--- config.mk ---
export PLATFORM = sky130hd
export DESIGN_NAME = anneal_top
export DESIGN_NICKNAME = d
export VERILOG_FILES = /design/src/design/command_pkg.sv /design/src/design/replica_pkg.sv /design/src/design/chain_ctrl_if.sv /design/src/design/anneal_top.sv /design/src/design/node_control.sv /design/src/design/reg_bus.sv /design/src/design/replica_node.sv
export VERILOG_INCLUDE_DIRS = /design/src /design/src/design
export SDC_FILE = /design/constraint.sdc
export NUM_CORES = 1
export LEC_CHECK = 0
export ABC_AREA = 0
export BUFFER_PORTS_ARGS = -buffer_cell sky130_fd_sc_hd__clkbuf_2
export CORE_MARGIN = 2
export CORE_UTILIZATION = 30
export DETAILED_ROUTE_END_ITERATION = 6
export GPL_TIMING_DRIVEN = 0
export HOLD_SLACK_MARGIN = 0.05
export SKIP_CTS_REPAIR_TIMING = 1
export SLEW_MARGIN = 20
export SYNTH_ARGS = -nofsm -noshare
export SYNTH_HDL_FRONTEND = slang
export SYNTH_SLANG_ARGS = --single-unit
--- constraint.sdc ---
create_clock -name clk -period 3.8 [get_ports clk]
set_input_delay 0.19 -clock clk [delete_from_list [all_inputs] [get_ports clk]]
set_output_delay 0.19 -clock clk [all_outputs]
set_load 0.005 [all_outputs]
--- src/design/anneal_defines.svh ---
`ifndef ANNEAL_DEFINES_SVH
`define ANNEAL_DEFINES_SVH

// chain size
`define REPLICA_NUM 8

// record fields
`define ENERGY_W 16
`define TAG_W 8

// exchange round counter
`define RUN_W 16

// host register map
`define ADDR_RUN 0
`define ADDR_SHIFT 1
`define DATA_W 32

`endif

--- src/design/command_pkg.sv ---
`include "anneal_defines.svh"

package command_pkg;

    // which nodes open a pair in the current round
    typedef enum logic {
        BANK_EVEN = 1'b0,
        BANK_ODD  = 1'b1
    } round_bank_t;

    typedef enum logic {
        REG_RUN   = 1'(`ADDR_RUN),
        REG_SHIFT = 1'(`ADDR_SHIFT)
    } reg_addr_t;

    // status word seen by the host
    typedef struct packed {
        logic              running;
        logic [`RUN_W-1:0] rounds_done;
    } status_t;

endpackage

--- src/design/replica_pkg.sv ---
`include "anneal_defines.svh"

package replica_pkg;

    // one replica record as it moves along the chain
    typedef struct packed {
        logic [`ENERGY_W-1:0] energy; // total tour distance
        logic [`TAG_W-1:0]    tag;    // ordering index
    } replica_data_t;

endpackage

--- src/design/chain_ctrl_if.sv ---
`timescale 1ns/1ps

interface chain_ctrl_if;
    import replica_pkg::*;
    import command_pkg::*;

    logic          shift;         // move every record one node on
    replica_data_t shift_data;    // record entering node 0
    logic          exchange_run;  // one exchange round this cycle
    round_bank_t   exchange_bank; // pair phase of that round

    modport regs (
        output shift,
        output shift_data
    );

    modport ctrl (
        output exchange_run,
        output exchange_bank
    );

    modport node (
        input shift,
        input shift_data,
        input exchange_run,
        input exchange_bank
    );

endinterface

--- src/design/anneal_top.sv ---
`timescale 1ns/1ps
`include "anneal_defines.svh"

module anneal_top (
    input  logic                   clk,
    input  logic                   reset,
    input  logic                   wr_en,
    input  command_pkg::reg_addr_t wr_addr,
    input  logic [`DATA_W-1:0]     wr_data,
    input  command_pkg::reg_addr_t rd_addr,
    output logic [`DATA_W-1:0]     rd_data
);
    import replica_pkg::*;

    logic              run_write;
    logic [`RUN_W-1:0] run_times;
    logic              running;
    logic [`RUN_W-1:0] rounds_done;

    // node g reads [g] and [g+2], drives [g+1]
    replica_data_t [`REPLICA_NUM+1:0] node_data;
    logic          [`REPLICA_NUM:0]   node_exchange;

    chain_ctrl_if chain ();

    assign node_data[0]              = '0;
    assign node_data[`REPLICA_NUM+1] = '0; // no follower past the tail
    assign node_exchange[0]          = 1'b0;

    reg_bus reg_bus (
        .clk         ( clk                     ),
        .reset       ( reset                   ),
        .wr_en       ( wr_en                   ),
        .wr_addr     ( wr_addr                 ),
        .wr_data     ( wr_data                 ),
        .rd_addr     ( rd_addr                 ),
        .rd_data     ( rd_data                 ),
        .tail_data   ( node_data[`REPLICA_NUM] ),
        .run_write   ( run_write               ),
        .run_times   ( run_times               ),
        .running     ( running                 ),
        .rounds_done ( rounds_done             ),
        .chain       ( chain                   )
    );

    node_control node_control (
        .clk         ( clk         ),
        .reset       ( reset       ),
        .run_write   ( run_write   ),
        .run_times   ( run_times   ),
        .running     ( running     ),
        .rounds_done ( rounds_done ),
        .chain       ( chain       )
    );

    for (genvar g = 0; g < `REPLICA_NUM; g += 1) begin : gen_node
        replica_node #(.id(g)) node (
            .clk           ( clk                  ),
            .reset         ( reset                ),
            .chain         ( chain                ),
            .prev_data     ( node_data[g]         ),
            .folw_data     ( node_data[g+2]       ),
            .out_data      ( node_data[g+1]       ),
            .prev_exchange ( node_exchange[g]     ),
            .out_exchange  ( node_exchange[g+1]   )
        );
    end

endmodule

--- src/design/node_control.sv ---
`timescale 1ns/1ps
`include "anneal_defines.svh"

module node_control (
    input  logic              clk,
    input  logic              reset,
    input  logic              run_write,
    input  logic [`RUN_W-1:0] run_times,
    output logic              running,
    output logic [`RUN_W-1:0] rounds_done,
    chain_ctrl_if.ctrl        chain
);
    import command_pkg::*;

    logic [`RUN_W-1:0] round_target;
    logic              last_round;

    assign chain.exchange_run = running; // one round per cycle
    assign last_round = (rounds_done + `RUN_W'd1) == round_target;

    always_ff @(posedge clk) begin
        if (run_write) begin
            round_target <= run_times;
        end
    end

    always_ff @(posedge clk) begin
        if (reset) begin
            running             <= 1'b0;
            rounds_done         <= '0;
            chain.exchange_bank <= BANK_EVEN;
        end else if (run_write) begin
            running             <= run_times != '0; // zero rounds never starts
            rounds_done         <= '0;
            chain.exchange_bank <= BANK_EVEN;
        end else if (running) begin
            rounds_done <= rounds_done + `RUN_W'd1;
            if (last_round) begin
                running             <= 1'b0;
                chain.exchange_bank <= BANK_EVEN; // park for the next start
            end else if (chain.exchange_bank == BANK_EVEN) begin
                chain.exchange_bank <= BANK_ODD;
            end else begin
                chain.exchange_bank <= BANK_EVEN;
            end
        end
    end

    // rounds only happen while the count is still short of the target
    assert property (@(posedge clk) disable iff (reset)
        chain.exchange_run |-> rounds_done < round_target)
        else $error("exchange round outside a run");

    assert property (@(posedge clk) disable iff (reset)
        $changed(chain.exchange_bank) |-> $past(chain.exchange_run))
        else $error("pair phase changed without an exchange round");

endmodule

--- src/design/reg_bus.sv ---
`timescale 1ns/1ps
`include "anneal_defines.svh"

module reg_bus (
    input  logic                       clk,
    input  logic                       reset,
    input  logic                       wr_en,
    input  command_pkg::reg_addr_t     wr_addr,
    input  logic [`DATA_W-1:0]         wr_data,
    input  command_pkg::reg_addr_t     rd_addr,
    output logic [`DATA_W-1:0]         rd_data,
    input  replica_pkg::replica_data_t tail_data,
    output logic                       run_write,
    output logic [`RUN_W-1:0]          run_times,
    input  logic                       running,
    input  logic [`RUN_W-1:0]          rounds_done,
    chain_ctrl_if.regs                 chain
);
    import replica_pkg::*;
    import command_pkg::*;

    logic    busy;
    logic    shift_wr;
    logic    run_wr;
    status_t status;

    assign busy     = running | run_write; // a pending start counts too
    assign shift_wr = wr_en && wr_addr == REG_SHIFT && !busy;
    assign run_wr   = wr_en && wr_addr == REG_RUN && !busy;

    assign status.running     = running;
    assign status.rounds_done = rounds_done;

    always_ff @(posedge clk) begin
        if (reset) begin
            chain.shift <= 1'b0;
            run_write   <= 1'b0;
        end else begin
            chain.shift <= shift_wr; // nodes move on the next edge
            run_write   <= run_wr;
        end
    end

    always_ff @(posedge clk) begin
        if (shift_wr) begin
            chain.shift_data <= replica_data_t'(wr_data[$bits(replica_data_t)-1:0]);
        end
        if (run_wr) begin
            run_times <= wr_data[`RUN_W-1:0];
        end
    end

    always_comb begin
        rd_data = '0;
        case (rd_addr)
            REG_RUN:   rd_data[$bits(status_t)-1:0] = status;
            REG_SHIFT: rd_data[$bits(replica_data_t)-1:0] = tail_data; // last node
            default:   rd_data = '0;
        endcase
    end

    // a shift accepted before a start must never land inside a run
    assert property (@(posedge clk) disable iff (reset)
        chain.shift |-> !running)
        else $error("shift pulse while exchange rounds are running");

endmodule

--- src/design/replica_node.sv ---
`timescale 1ns/1ps
`include "anneal_defines.svh"

module replica_node #(
    parameter int id = 0
) (
    input  logic                       clk,
    input  logic                       reset,
    chain_ctrl_if.node                 chain,
    input  replica_pkg::replica_data_t prev_data,
    input  replica_pkg::replica_data_t folw_data,
    output replica_pkg::replica_data_t out_data,
    input  logic                       prev_exchange,
    output logic                       out_exchange
);
    import command_pkg::*;

    // last node has nobody to pair with on its right
    localparam bit has_folw = id < `REPLICA_NUM - 1;
    localparam round_bank_t pair_bank = (id % 2 == 0) ? BANK_EVEN : BANK_ODD;

    logic pair_left;

    assign pair_left = has_folw && chain.exchange_bank == pair_bank;

    // left node decides, right node only follows
    assign out_exchange = chain.exchange_run && pair_left
                          && out_data.energy > folw_data.energy;

    always_ff @(posedge clk) begin
        if (reset) begin
            out_data <= '0;
        end else if (chain.shift) begin
            if (id == 0) begin
                out_data <= chain.shift_data; // chain entry
            end else begin
                out_data <= prev_data;
            end
        end else if (out_exchange) begin
            out_data <= folw_data; // take the lower energy
        end else if (chain.exchange_run && prev_exchange) begin
            out_data <= prev_data;
        end
    end

    // host shifts and controller rounds come from different blocks
    assert property (@(posedge clk) disable iff (reset)
        !(chain.shift && chain.exchange_run))
        else $error("shift and exchange round in the same cycle");

endmodule

==> run summary, run 1 <==
* **status** finished with violations
* **violations in the final reports** design-rule violations
* **Diodes inserted** 0
* **setup slack of the critical path after layout** 0.529 ns
* **sequential-to-total area share from yosys stat** 41.7%
* **ratio of total power to cell area** 610 nW/um^2
* **type of the setup path with the least slack** reg2reg
* **startpoint of the most critical hold path** reset
* **routed vias** 11,500
* **total overflow reported by the global router** 0
* **most used flip-flop cell after synthesis** sky130_fd_sc_hd__dfxtp_1
* **via count normalized by instance count** 5.16
* **Final Instance Count excl. Fillers** 2,235
* **number of design-rule violations left by the first detailed-router iteration** 829
* **Die W** 222 microns
* **share of the synthesized area in the top cell type** 29.9%
* **worst ir drop on vdd** 0.000425 V
* **ratio of cells with drive above 1 in the final layout** 11.4%
* **maximum count of clock buffers along a single path** 3
* **WP data arrival** 3.71 ns
* **via count of the first global-routing pass** 11,200
* **post-placement cell count** 2,153
* **cell types occupying the most area after synthesis** sky130_fd_sc_hd__dfxtp_1 (30%), sky130_fd_sc_hd__edfxtp_1 (12%), sky130_fd_sc_hd__ha_1 (10%)
* **Final Hold Vio Count** 0
* **number of rows in the core area** 79
* **drt pass-1 iters** 7
* **setup repair after global routing missed its margin** false
* **relative slew slack** 28.7%
* **Setup crit start kind** register
* **DRC viols** 2
* **I/O pin cnt** 69
* **most used cells in the layout excluding fill and tap cells** sky130_fd_sc_hd__dfxtp_1 (212), sky130_fd_sc_hd__nor2_1 (204), sky130_fd_sc_hd__a211oi_1 (137), sky130_fd_sc_hd__mux2i_1 (133), sky130_fd_sc_hd__inv_1 (119)
* **final wirelength** 40,100 microns
* **CTS tree** done
* **Mapped Area** 14,200 sq um
* **number of enable-type register cells in the synthesized netlist** 56
* **max-slew violation count** 0
* **CP endpoint kind** register
* **placement-stage cell area** 15,300 sq um
* **wire length per cell after detailed routing** 17.9 microns
* **die area** 49,100 sq um
* **Initial Utilization** 30.5%
* **Req. time, crit path** 4.24 ns
* **Setup violations, final** 0
* **most common library cell in the layout ignoring fill and taps** sky130_fd_sc_hd__dfxtp_1
* **instance count of the mapped netlist** 1,488
* **global-route total usage across every layer** 15.9%
* **summed negative setup slack over all endpoints** 0 ns
* **library cell with the largest summed area after synthesis** sky130_fd_sc_hd__dfxtp_1
* **worst hold-check path type** in2reg
* **H-Tree Level Count** 1
* **Root Buffer** sky130_fd_sc_hd__clkbuf_16
* **Die Ht** 222 microns
* **initial antenna violation count** 0
* **transition time of the tightest slew-check pin** 1.07 ns
* **pre-CTS setup slack** 0.615 ns
* **detailed placement HPWL** 31,200 microns
* **Core ar.** 46,700 sq um
* **clock slew at the register clock pins of the worst setup and hold paths** 0.07 ns
* **period utilisation layout** 86.1%
* **largest fanout on the critical path** 10
* **Layout Cell Area excl Fill** 16,600 sq um
* **clock latency reported for the late side of the worst-skew pair** 0.58 ns
* **CP Launch Point** gen_node[3].node.out_data[23]$_SDFFE_PP0P_
* **maximum capacitance violations** 0
* **I/O Buffers** 51
* **remaining antenna violation count after routing** 0
* **launching point of the worst reg2reg path** gen_node[3].node.out_data[23]$_SDFFE_PP0P_
* **maximum number of pins on one net before global-route repair** 26
* **wire length of the first global-routing pass** 62,600 microns
* **average footprint of a synthesized cell** 9.55 sq um
* **Ys Warns** 0
* **sinks on the clock net** 268
* **worst clock skew** 0.0106 ns
* **async set-or-reset flop fraction in the synthesized netlist** 0%
* **standby leakage power** 0.00651 uW
* **min Tclk post-route** 3.27 ns
* **number of library cell types mapped by synthesis** 69
* **nets@finish** 1,754
* **count of state elements after synthesis** 268
* **synth-to-layout area growth** 16.8%
* **number of buffers created by CTS** 30
* **peak clock frequency supported by timing** 306 MHz
* **gpl congestion** 0.874
* **share of the core filled with cells** 35.6%
[logic make-up after synthesis]
family	count (synthesis)	synth area share (%)
AOI/OAI and AO/OA	340	16.9
xor gates and xnor gates	32	1.97
adders and majority gates	113	9.95
buffers and inverters	215	6.59
DFF	268	41.7
muxes	158	11.4
other	1	0.0264
and+or+nand+nor	361	11.5
[metal layers]
| metal | GRT usage, % | wire length (microns) |
|---|---|---|
| met5 | 0 | 0 |
| met4 | 4.97 | 1160 |
| met3 | 2.24 | 2040 |
| met2 | 26.0 | 18300 |
| met1 | 21.5 | 18600 |
[flip-flops by register name, indices dropped and copies added (netlist names)]
signal and flops:
gen_node.node.out_data 192, node_control.chain.exchange_bank 1, reg_bus.run_times 16, reg_bus.run_write 1, node_control.chain.exchange_run 1, node_control.round_target 16, node_control.rounds_done 16, reg_bus.chain.shift_data 24
reg_bus.chain.shift 1
[through the flow]
| step | total power (uW) | hold slack, ns |
|---|---|---|
| 2_1_floorplan | 5970 | 0.267 |
| 4_1_cts | 10100 | -0.236 |
| 5_1_grt | 10700 | 0.129 |
| 6_report | 10100 | 0.125 |
| 3_5_place_dp | 6910 | 0.369 |
| 3_3_place_gp | 6780 | 0.369 |
[area by class of cell]
cell class / instances / area (sq um)
timing repair buffer: 77 / 515
fill: 4716 / 30100
multi-input combinational: 1012 / 7370
clock inverter: 23 / 323
buffer: 95 / 485
sequential: 268 / 5930
tap: 607 / 759
inverter: 120 / 450
clock buffer: 33 / 762
[synth_stat cells (12+ instances only)]
library cell	count
sky130_fd_sc_hd__nand2_1	49
sky130_fd_sc_hd__clkbuf_1	52
sky130_fd_sc_hd__nor2_1	205
sky130_fd_sc_hd__a22oi_1	25
sky130_fd_sc_hd__a21oi_1	78
sky130_fd_sc_hd__xnor2_1	14
sky130_fd_sc_hd__ha_1	113
sky130_fd_sc_hd__nand4_1	31
sky130_fd_sc_hd__a222oi_1	15
sky130_fd_sc_hd__a211oi_1	137
sky130_fd_sc_hd__o21ai_0	23
sky130_fd_sc_hd__mux2_2	25
sky130_fd_sc_hd__xor2_1	18
sky130_fd_sc_hd__dfxtp_1	212
sky130_fd_sc_hd__nor2b_1	13
sky130_fd_sc_hd__mux2i_1	133
sky130_fd_sc_hd__buf_4	12
sky130_fd_sc_hd__buf_2	23
sky130_fd_sc_hd__edfxtp_1	56
sky130_fd_sc_hd__inv_1	119
[report_power, final]
group          internal [uW]  total (uW)  switching (uW)
Clock                   1930        3200            1270
Combinational           1290        3150            1860
Sequential              3260        3770             513
Total                   6490       10100            3640
[critical path, stage by stage (launching register included)]
cell and delay, ns:
sky130_fd_sc_hd__dfxtp_1 0.42, sky130_fd_sc_hd__inv_1 0.09, sky130_fd_sc_hd__ha_1 0.33, sky130_fd_sc_hd__nand4_1 0.22, sky130_fd_sc_hd__a2111oi_0 0.60, sky130_fd_sc_hd__o31a_1 0.32, sky130_fd_sc_hd__o21bai_1 0.31, sky130_fd_sc_hd__or2_2 0.23
sky130_fd_sc_hd__clkbuf_1 0.42, sky130_fd_sc_hd__o21ai_0 0.16
[path summary, 6_finish.rpt]
path	slack, ns	cells after the start	endpoint
setup reg to reg	0.53	9	gen_node[3].node.out_data[4]$_SDFFE_PP0P_
setup / recovery	0.53	9	gen_node[3].node.out_data[4]$_SDFFE_PP0P_
hold reg to reg	0.47	0	node_control.round_target[5]$_DFFE_PP_
hold / removal	0.12	3	node_control.chain.exchange_run$_SDFF_PP0_
(Power assumes the default switching activity.)
==> inputs of run 2 (changes only) <==
CELL_PAD_IN_SITES_DETAIL_PLACEMENT = 0   (was not set)
CELL_PAD_IN_SITES_GLOBAL_PLACEMENT = 1   (was not set)
PLACE_DENSITY_LB_ADDON = 0.1   (was not set)
==> run 2 against run 1 <==
Compared with the run above:
- the flow still finishes with violations (design-rule violations)
- utilization fell by 0.051 points
- fmax fell by 4.1%
- register-to-register slack got worse by 0.14 ns
- critical path type unchanged
- total power rose by 0.11%
- worst setup slack got worse by 0.14 ns
==> run summary, run 2 (synthesis results as in run 1) <==
* **sinks on the clock net** 268
* **Cells on Worst Hold Path** 3
* **largest incremental delay on the critical path** 0.57 ns
* **setup slack on the worst flop-to-flop path** 0.39 ns
* **wire length of the first global-routing pass** 70,400 microns
* **clock slew at the register clock pins of the worst setup and hold paths** 0.06 ns
* **CTS tree** done
* **final wirelength** 45,900 microns
* **cell with the largest stage delay on the worst path** sky130_fd_sc_hd__a2111oi_1
* **cell-by-cell listing of the critical path** inv_1 -> ha_1 -> nand4_1 -> a2111oi_1 -> o31a_1 -> o21bai_1 -> or2_2 -> clkbuf_1 -> o21ai_0
* **number of rows in the core area** 79
* **gpl congestion** 0.788
* **most common library cell in the layout ignoring fill and taps** sky130_fd_sc_hd__dfxtp_1
* **clock latency reported for the late side of the worst-skew pair** 0.54 ns
* **type of the setup path with the least slack** reg2reg
* **synth-to-layout area growth** 16.6%
* **M3 GR Usage** 2.45%
* **number of flip-flops in the largest register** 192
* **maximum number of pins on one net before global-route repair** 26
* **global-route total usage across every layer** 18.7%
* **maximum count of clock buffers along a single path** 3
* **Die W** 222 microns
* **wire length per cell after detailed routing** 20.5 microns
* **remaining antenna violation count after routing** 0
* **Setup violations, final** 0
* **ratio of total power to cell area** 611 nW/um^2
* **P_sw** 3710 uW
* **Worst Reg2Reg Path Length in Cells** 9
* **most flop-heavy register** gen_node.node.out_data
* **violations in the final reports** design-rule violations
* **Setup crit start kind** register
* **transition time of the tightest slew-check pin** 0.952 ns
* **Die Ht** 222 microns
* **number of design-rule violations left by the first detailed-router iteration** 673
* **period utilisation layout** 89.8%
* **Internal** 6420 uW
* **launching point of the worst reg2reg path** gen_node[3].node.out_data[23]$_SDFFE_PP0P_
* **peak clock frequency supported by timing** 293 MHz
* **worst hold-check path type** in2reg
* **summed negative setup slack over all endpoints** 0 ns
* **fraction of power spent switching nets** 36.7%
* **number of buffers created by CTS** 35
* **routed vias** 11,300
* **initial antenna violation count** 0
* **maximum capacitance violations** 0
* **min Tclk post-route** 3.41 ns
* **relative slew slack** 36.5%
* **H-Tree Level Count** 2
* **Reg2Reg Capture Point** gen_node[3].node.out_data[4]$_SDFFE_PP0P_
* **largest fanout on the critical path** 10
* **max-slew violation count** 0
* **Root Buffer** sky130_fd_sc_hd__clkbuf_16
* **share of total power in combinational logic** 31.3%
* **detailed placement HPWL** 35,600 microns
* **I/O Buffers** 51
* **leading registers by flop count** gen_node.node.out_data x192, reg_bus.chain.shift_data x24
* **count of fill cells added during filler insertion** 4,804
* **worst ir drop on vdd** 0.000349 V
* **busiest grt layer** met2
* **Final Hold Vio Count** 0
* **standby leakage power** 0.00650 uW
* **I/O pin cnt** 69
* **Core ar.** 46,700 sq um
* **proportion of power drawn by flip-flops and latches** 37.5%
* **post-layout total power** 10,100 uW
* **share of the core filled with cells** 35.5%
* **via count of the first global-routing pass** 11,200
* **CP endpoint kind** register
* **status** finished with violations
* **worst clock skew** 0.0178 ns
* **Hold Path End** node_control.chain.exchange_run$_SDFF_PP0_
* **startpoint of the most critical hold path** reset
* **Diodes inserted** 0
* **met1 Use GR** 26.1%
* **Clk pwr share** 31.1%
* **total overflow reported by the global router** 0
* **drt pass-1 iters** 7
* **DRC viols** 2
* **ratio of cells with drive above 1 in the final layout** 11.3%
* **Initial Utilization** 30.5%
* **setup repair after global routing missed its margin** false
* **WP data arrival** 3.80 ns
* **Req. time, crit path** 4.18 ns
* **die area** 49,100 sq um
* **met2 global-route usage** 30.6%
* **most used cells in the layout excluding fill and tap cells** sky130_fd_sc_hd__dfxtp_1 (212), sky130_fd_sc_hd__nor2_1 (204), sky130_fd_sc_hd__a211oi_1 (137), sky130_fd_sc_hd__mux2i_1 (133), sky130_fd_sc_hd__inv_1 (119)
* **nets@finish** 1,759
* **via count normalized by instance count** 5.03
[run 2: critical path: cells and delay by family (launching register included)]
kind | cells | cell delay, ns
AOI/OAI and AO/OA | 4 | 1.39
DFF | 1 | 0.44
buffers and inverters | 2 | 0.63
and+or+nand+nor | 2 | 0.47
adders and majority gates | 1 | 0.33
[run 2: worst max-delay path by stage]
stage	from	to
detailed placement	gen_node[3].node.out_data[23]$_SDFFE_PP0P_	gen_node[3].node.out_data[4]$_SDFFE_PP0P_
finish	gen_node[3].node.out_data[23]$_SDFFE_PP0P_	gen_node[3].node.out_data[4]$_SDFFE_PP0P_
global route	gen_node[3].node.out_data[23]$_SDFFE_PP0P_	gen_node[3].node.out_data[4]$_SDFFE_PP0P_
global placement	node_control.chain.exchange_run$_SDFF_PP0_	gen_node[3].node.out_data[16]$_SDFFE_PP0P_
floorplan	gen_node[7].node.out_data[22]$_SDFFE_PP0P_	gen_node[6].node.out_data[13]$_SDFFE_PP0P_
CTS	gen_node[3].node.out_data[23]$_SDFFE_PP0P_	gen_node[3].node.out_data[4]$_SDFFE_PP0P_
[run 2: per-layer routing]
metal  wire length [microns]  part of all wire (%)
met1                   22400                    49
met3                    1500                   3.3
met4                     741                   1.6
met2                   21200                    46
met5                       0                     0
[run 2: cell type report]
| class | count | area [sq um] | area share, % |
|---|---|---|---|
| well taps | 607 | 759 | 4.58 |
| plain buffers | 95 | 485 | 2.93 |
| repair buffers | 77 | 515 | 3.11 |
| flip-flops and latches | 268 | 5930 | 35.8 |
| multi-input cells | 1012 | 7380 | 44.5 |
| inverters | 120 | 450 | 2.72 |
| clock buffers | 47 | 941 | 5.68 |
| clock inverters | 12 | 115 | 0.695 |
[run 2: metrics by stage]
stage | cell area, sq um | std cells | worst slack, ns | hold slack, ns
5_1_grt | 16600 | 2238 | 0.0347 | 0.177
3_3_place_gp | 15200 | 2153 | 0.344 | 0.367
3_5_place_dp | 15300 | 2153 | 0.312 | 0.369
6_report | 16600 | 2238 | 0.388 | 0.178
2_1_floorplan | 14200 | 1495 | 1.27 | 0.267
4_1_cts | 16300 | 2212 | 0.286 | -0.201
[run 2: power by group through the flow]
stage	clock [uW]	sequential, uW	combinational, uW
6_report	3150	3800	3170
3_3_place_gp	0	3880	3090
3_5_place_dp	0	3880	3150
5_1_grt	3360	3860	3610
2_1_floorplan	0	3560	2410
4_1_cts	3270	3820	3170
==> inputs of run 3 (changes only) <==
ABC_AREA = 1   (was 0)
==> run 3 against run 2 <==
Compared with the run above:
- the flow now finishes without violations
- fmax increased by 31%
- register-to-register slack gained 0.81 ns
- flip-flop and latch count unchanged
- total power shrank 18%
- count of clock-buffer cells in the layout increased by 1
- via count grew 28%
- sequential share of layout area decreased by 2.4 points
- largest cell class unchanged
- largest power group unchanged
==> run summary, run 3 <==
* **synth-to-layout area growth** 16.4%
* **maximum count of clock buffers along a single path** 3
* **number of design-rule violations left by the first detailed-router iteration** 1,010
* **period utilisation layout** 68.4%
* **DRC viols** 0
* **proportion of synthesized area in mux cells** 0%
* **share of the synthesized area in the top cell type** 27.8%
* **main combinational cell family by area after synthesis** simple AND/OR/NAND/NOR gates
* **max-slew violation count** 0
* **remaining antenna violation count after routing** 0
* **largest incremental delay on the critical path** 0.52 ns
* **gpl congestion** 0.895
* **standby leakage power** 0.00793 uW
* **H-Tree Level Count** 2
* **detailed placement HPWL** 46,000 microns
* **global-route total usage across every layer** 22.1%
* **Die Ht** 230 microns
* **simple-gate area share of the yosys netlist** 27.2%
* **number of rows in the core area** 82
* **family with the most delay on the worst path** simple AND/OR/NAND/NOR gates
* **Ys Warns** 0
* **worst hold-check path type** in2reg
* **XOR/XNOR Fraction of Synth Area** 0.0573%
* **sinks on the clock net** 268
* **Cells on Worst Hold Path** 4
* **clock latency reported for the late side of the worst-skew pair** 0.56 ns
* **WP data arrival** 3.04 ns
* **critical path depth in cells** 12
* **final wirelength** 58,400 microns
* **initial antenna violation count** 1
* **sequential-to-total area share from yosys stat** 38.8%
* **routed vias** 14,400
* **drt pass-1 iters** 5
* **wire length per cell after detailed routing** 19.7 microns
* **startpoint of the most critical hold path** reset
* **number of flip-flops in the largest register** 192
* **setup slack on the worst flop-to-flop path** 1.20 ns
* **status** finished clean
* **Final Hold Vio Count** 0
* **I/O pin cnt** 69
* **maximum number of pins on one net before global-route repair** 19
* **Initial Utilization** 30.5%
* **ratio of cells with drive above 1 in the final layout** 9.61%
* **Root Buffer** sky130_fd_sc_hd__clkbuf_16
* **adder-cell area share of the yosys netlist** 9.25%
* **CTS tree** done
* **maximum capacitance violations** 0
* **transition time of the tightest slew-check pin** 0.998 ns
* **via count normalized by instance count** 4.86
* **nets@finish** 2,414
* **Mapped Area** 15,300 sq um
* **Req. time, crit path** 4.24 ns
* **Synth Area in Compound Gates** 13.6%
* **Worst Reg2Reg Path Length in Cells** 12
* **die area** 52,700 sq um
* **min Tclk post-route** 2.60 ns
* **Layout Cell Area excl Fill** 17,800 sq um
* **number of library cell types mapped by synthesis** 36
* **worst ir drop on vdd** 0.000379 V
* **largest fanout on the critical path** 10
* **summed negative setup slack over all endpoints** 0 ns
* **Setup crit start kind** register
* **placement-stage cell area** 16,400 sq um
* **Diodes inserted** 0
* **clock slew at the register clock pins of the worst setup and hold paths** 0.06 ns
* **cell-by-cell listing of the critical path** inv_1 -> ha_1 -> nand2_1 -> nor2_1 -> nand2_1 -> inv_2 -> a31oi_4 -> nand2_2 -> nand3_2 -> buf_4 -> o21ai_0 -> nor2_1
* **Setup violations, final** 0
* **number of buffers created by CTS** 35
* **CP Launch Point** gen_node[4].node.out_data[16]$_SDFFE_PP0P_
* **ratio of total power to cell area** 468 nW/um^2
* **Core ar.** 50,200 sq um
* **launching point of the worst reg2reg path** gen_node[4].node.out_data[16]$_SDFFE_PP0P_
* **instance count of the mapped netlist** 2,138
* **most used cells in the layout excluding fill and tap cells** sky130_fd_sc_hd__nand2_1 (480), sky130_fd_sc_hd__inv_1 (275), sky130_fd_sc_hd__nor2_1 (255), sky130_fd_sc_hd__dfxtp_1 (212), sky130_fd_sc_hd__o21ai_0 (159)
* **async set-or-reset flop fraction in the synthesized netlist** 0%
* **Buf+Inv Stages, Crit Path** 3
* **via count of the first global-routing pass** 14,200
* **relative slew slack** 33.5%
* **count of state elements after synthesis** 268
* **most common library cell in the layout ignoring fill and taps** sky130_fd_sc_hd__nand2_1
* **most used flip-flop cell after synthesis** sky130_fd_sc_hd__dfxtp_1
* **peak clock frequency supported by timing** 385 MHz
* **cell types occupying the most area after synthesis** sky130_fd_sc_hd__dfxtp_1 (28%), sky130_fd_sc_hd__nand2_1 (12%), sky130_fd_sc_hd__edfxtp_1 (11%)
* **average footprint of a synthesized cell** 7.15 sq um
* **type of the setup path with the least slack** reg2reg
* **total overflow reported by the global router** 0
* **cell with the largest stage delay on the worst path** sky130_fd_sc_hd__dfxtp_1
* **most flop-heavy register** gen_node.node.out_data
* **Die W** 230 microns
* **worst clock skew** 0.0241 ns
* **cell with the most instances after synthesis** sky130_fd_sc_hd__nand2_1
* **leading registers by flop count** gen_node.node.out_data x192, reg_bus.chain.shift_data x24
* **wire length of the first global-routing pass** 87,100 microns
* **number of enable-type register cells in the synthesized netlist** 56
* **library cell with the largest summed area after synthesis** sky130_fd_sc_hd__dfxtp_1
* **I/O Buffers** 52
* **CP endpoint kind** register
* **setup repair after global routing missed its margin** false
* **Synth top cells by count** sky130_fd_sc_hd__nand2_1 (480), sky130_fd_sc_hd__inv_1 (275), sky130_fd_sc_hd__nor2_1 (255), sky130_fd_sc_hd__dfxtp_1 (212), sky130_fd_sc_hd__o21ai_0 (159)
run 3: cell count changes after synthesis, moves of 78 or more:
cell and change:
sky130_fd_sc_hd__mux2i_1 -133, sky130_fd_sc_hd__nand3_1 +102, sky130_fd_sc_hd__a21oi_1 +78, sky130_fd_sc_hd__inv_1 +156, sky130_fd_sc_hd__o21ai_0 +136, sky130_fd_sc_hd__nand2_1 +431, sky130_fd_sc_hd__a211oi_1 -137
run 3: final cells by class:
class | instances | area (sq um)
fillers | 5505 | 32400
multi-input cells | 1481 | 7700
flip-flops and latches | 268 | 5930
inverters | 285 | 1070
clock buffers | 48 | 986
well taps | 672 | 841
plain buffers | 111 | 622
repair buffers | 82 | 553
clock inverters | 14 | 92.6
run 3: layer usage:
metal | vias to the layer above | track usage, % | wire length [microns] | share of wire (%)
li1 | 7233 | - | - | -
met1 | 6803 | 29.1 | 27100 | 46
met2 | 277 | 37.2 | 27200 | 47
met3 | 83 | 3.16 | 2440 | 4.2
met4 | 2 | 7.08 | 1650 | 2.8
met5 | - | 0 | 13 | 0.022
run 3: kinds of logic (layout without fill, tap and decap cells):
group | count (synthesis) | count (layout)
buffers and inverters | 396 | 540
and+or+nand+nor | 962 | 962
DFF | 268 | 268
AOI/OAI and AO/OA | 397 | 397
xor gates and xnor gates | 1 | 1
other | 1 | 8
adders and majority gates | 113 | 113
run 3: path summary, 6_finish.rpt:
| path | endpoint |
|---|---|
| worst max-delay path | gen_node[3].node.out_data[23]$_SDFFE_PP0P_ |
| worst min-delay path | node_control.rounds_done[1]$_SDFFE_PP0P_ |
| worst max register to register | gen_node[3].node.out_data[23]$_SDFFE_PP0P_ |
| worst min register to register | node_control.round_target[9]$_DFFE_PP_ |
run 3: through the flow:
step           hold WS (ns)  total power, uW  setup WS [ns]  util (%)  instances
3_5_place_dp          0.369             5140           1.22      32.8       2872
5_1_grt               0.292             8770           1.01      35.5       2961
6_report              0.224             8320           1.20      35.5       2961
2_1_floorplan         0.269             4520          0.935         -       2145
3_3_place_gp          0.368             5120         -0.232      32.7       2869
4_1_cts              -0.235             8390           1.21      34.9       2934
run 3: power by group:
| group | leakage (uW) | switching [uW] | internal, uW |
|---|---|---|---|
| logic | 0.00516 | 1210 | 591 |
| registers | 0.00224 | 218 | 3090 |
| clock network | 0.000531 | 1380 | 1830 |
run 3: worst min-delay path, stage by stage:
cell and delay, ns:
sky130_fd_sc_hd__clkbuf_2 0.14, sky130_fd_sc_hd__nor2_1 0.06, sky130_fd_sc_hd__inv_1 0.26, sky130_fd_sc_hd__a21oi_1 0.08
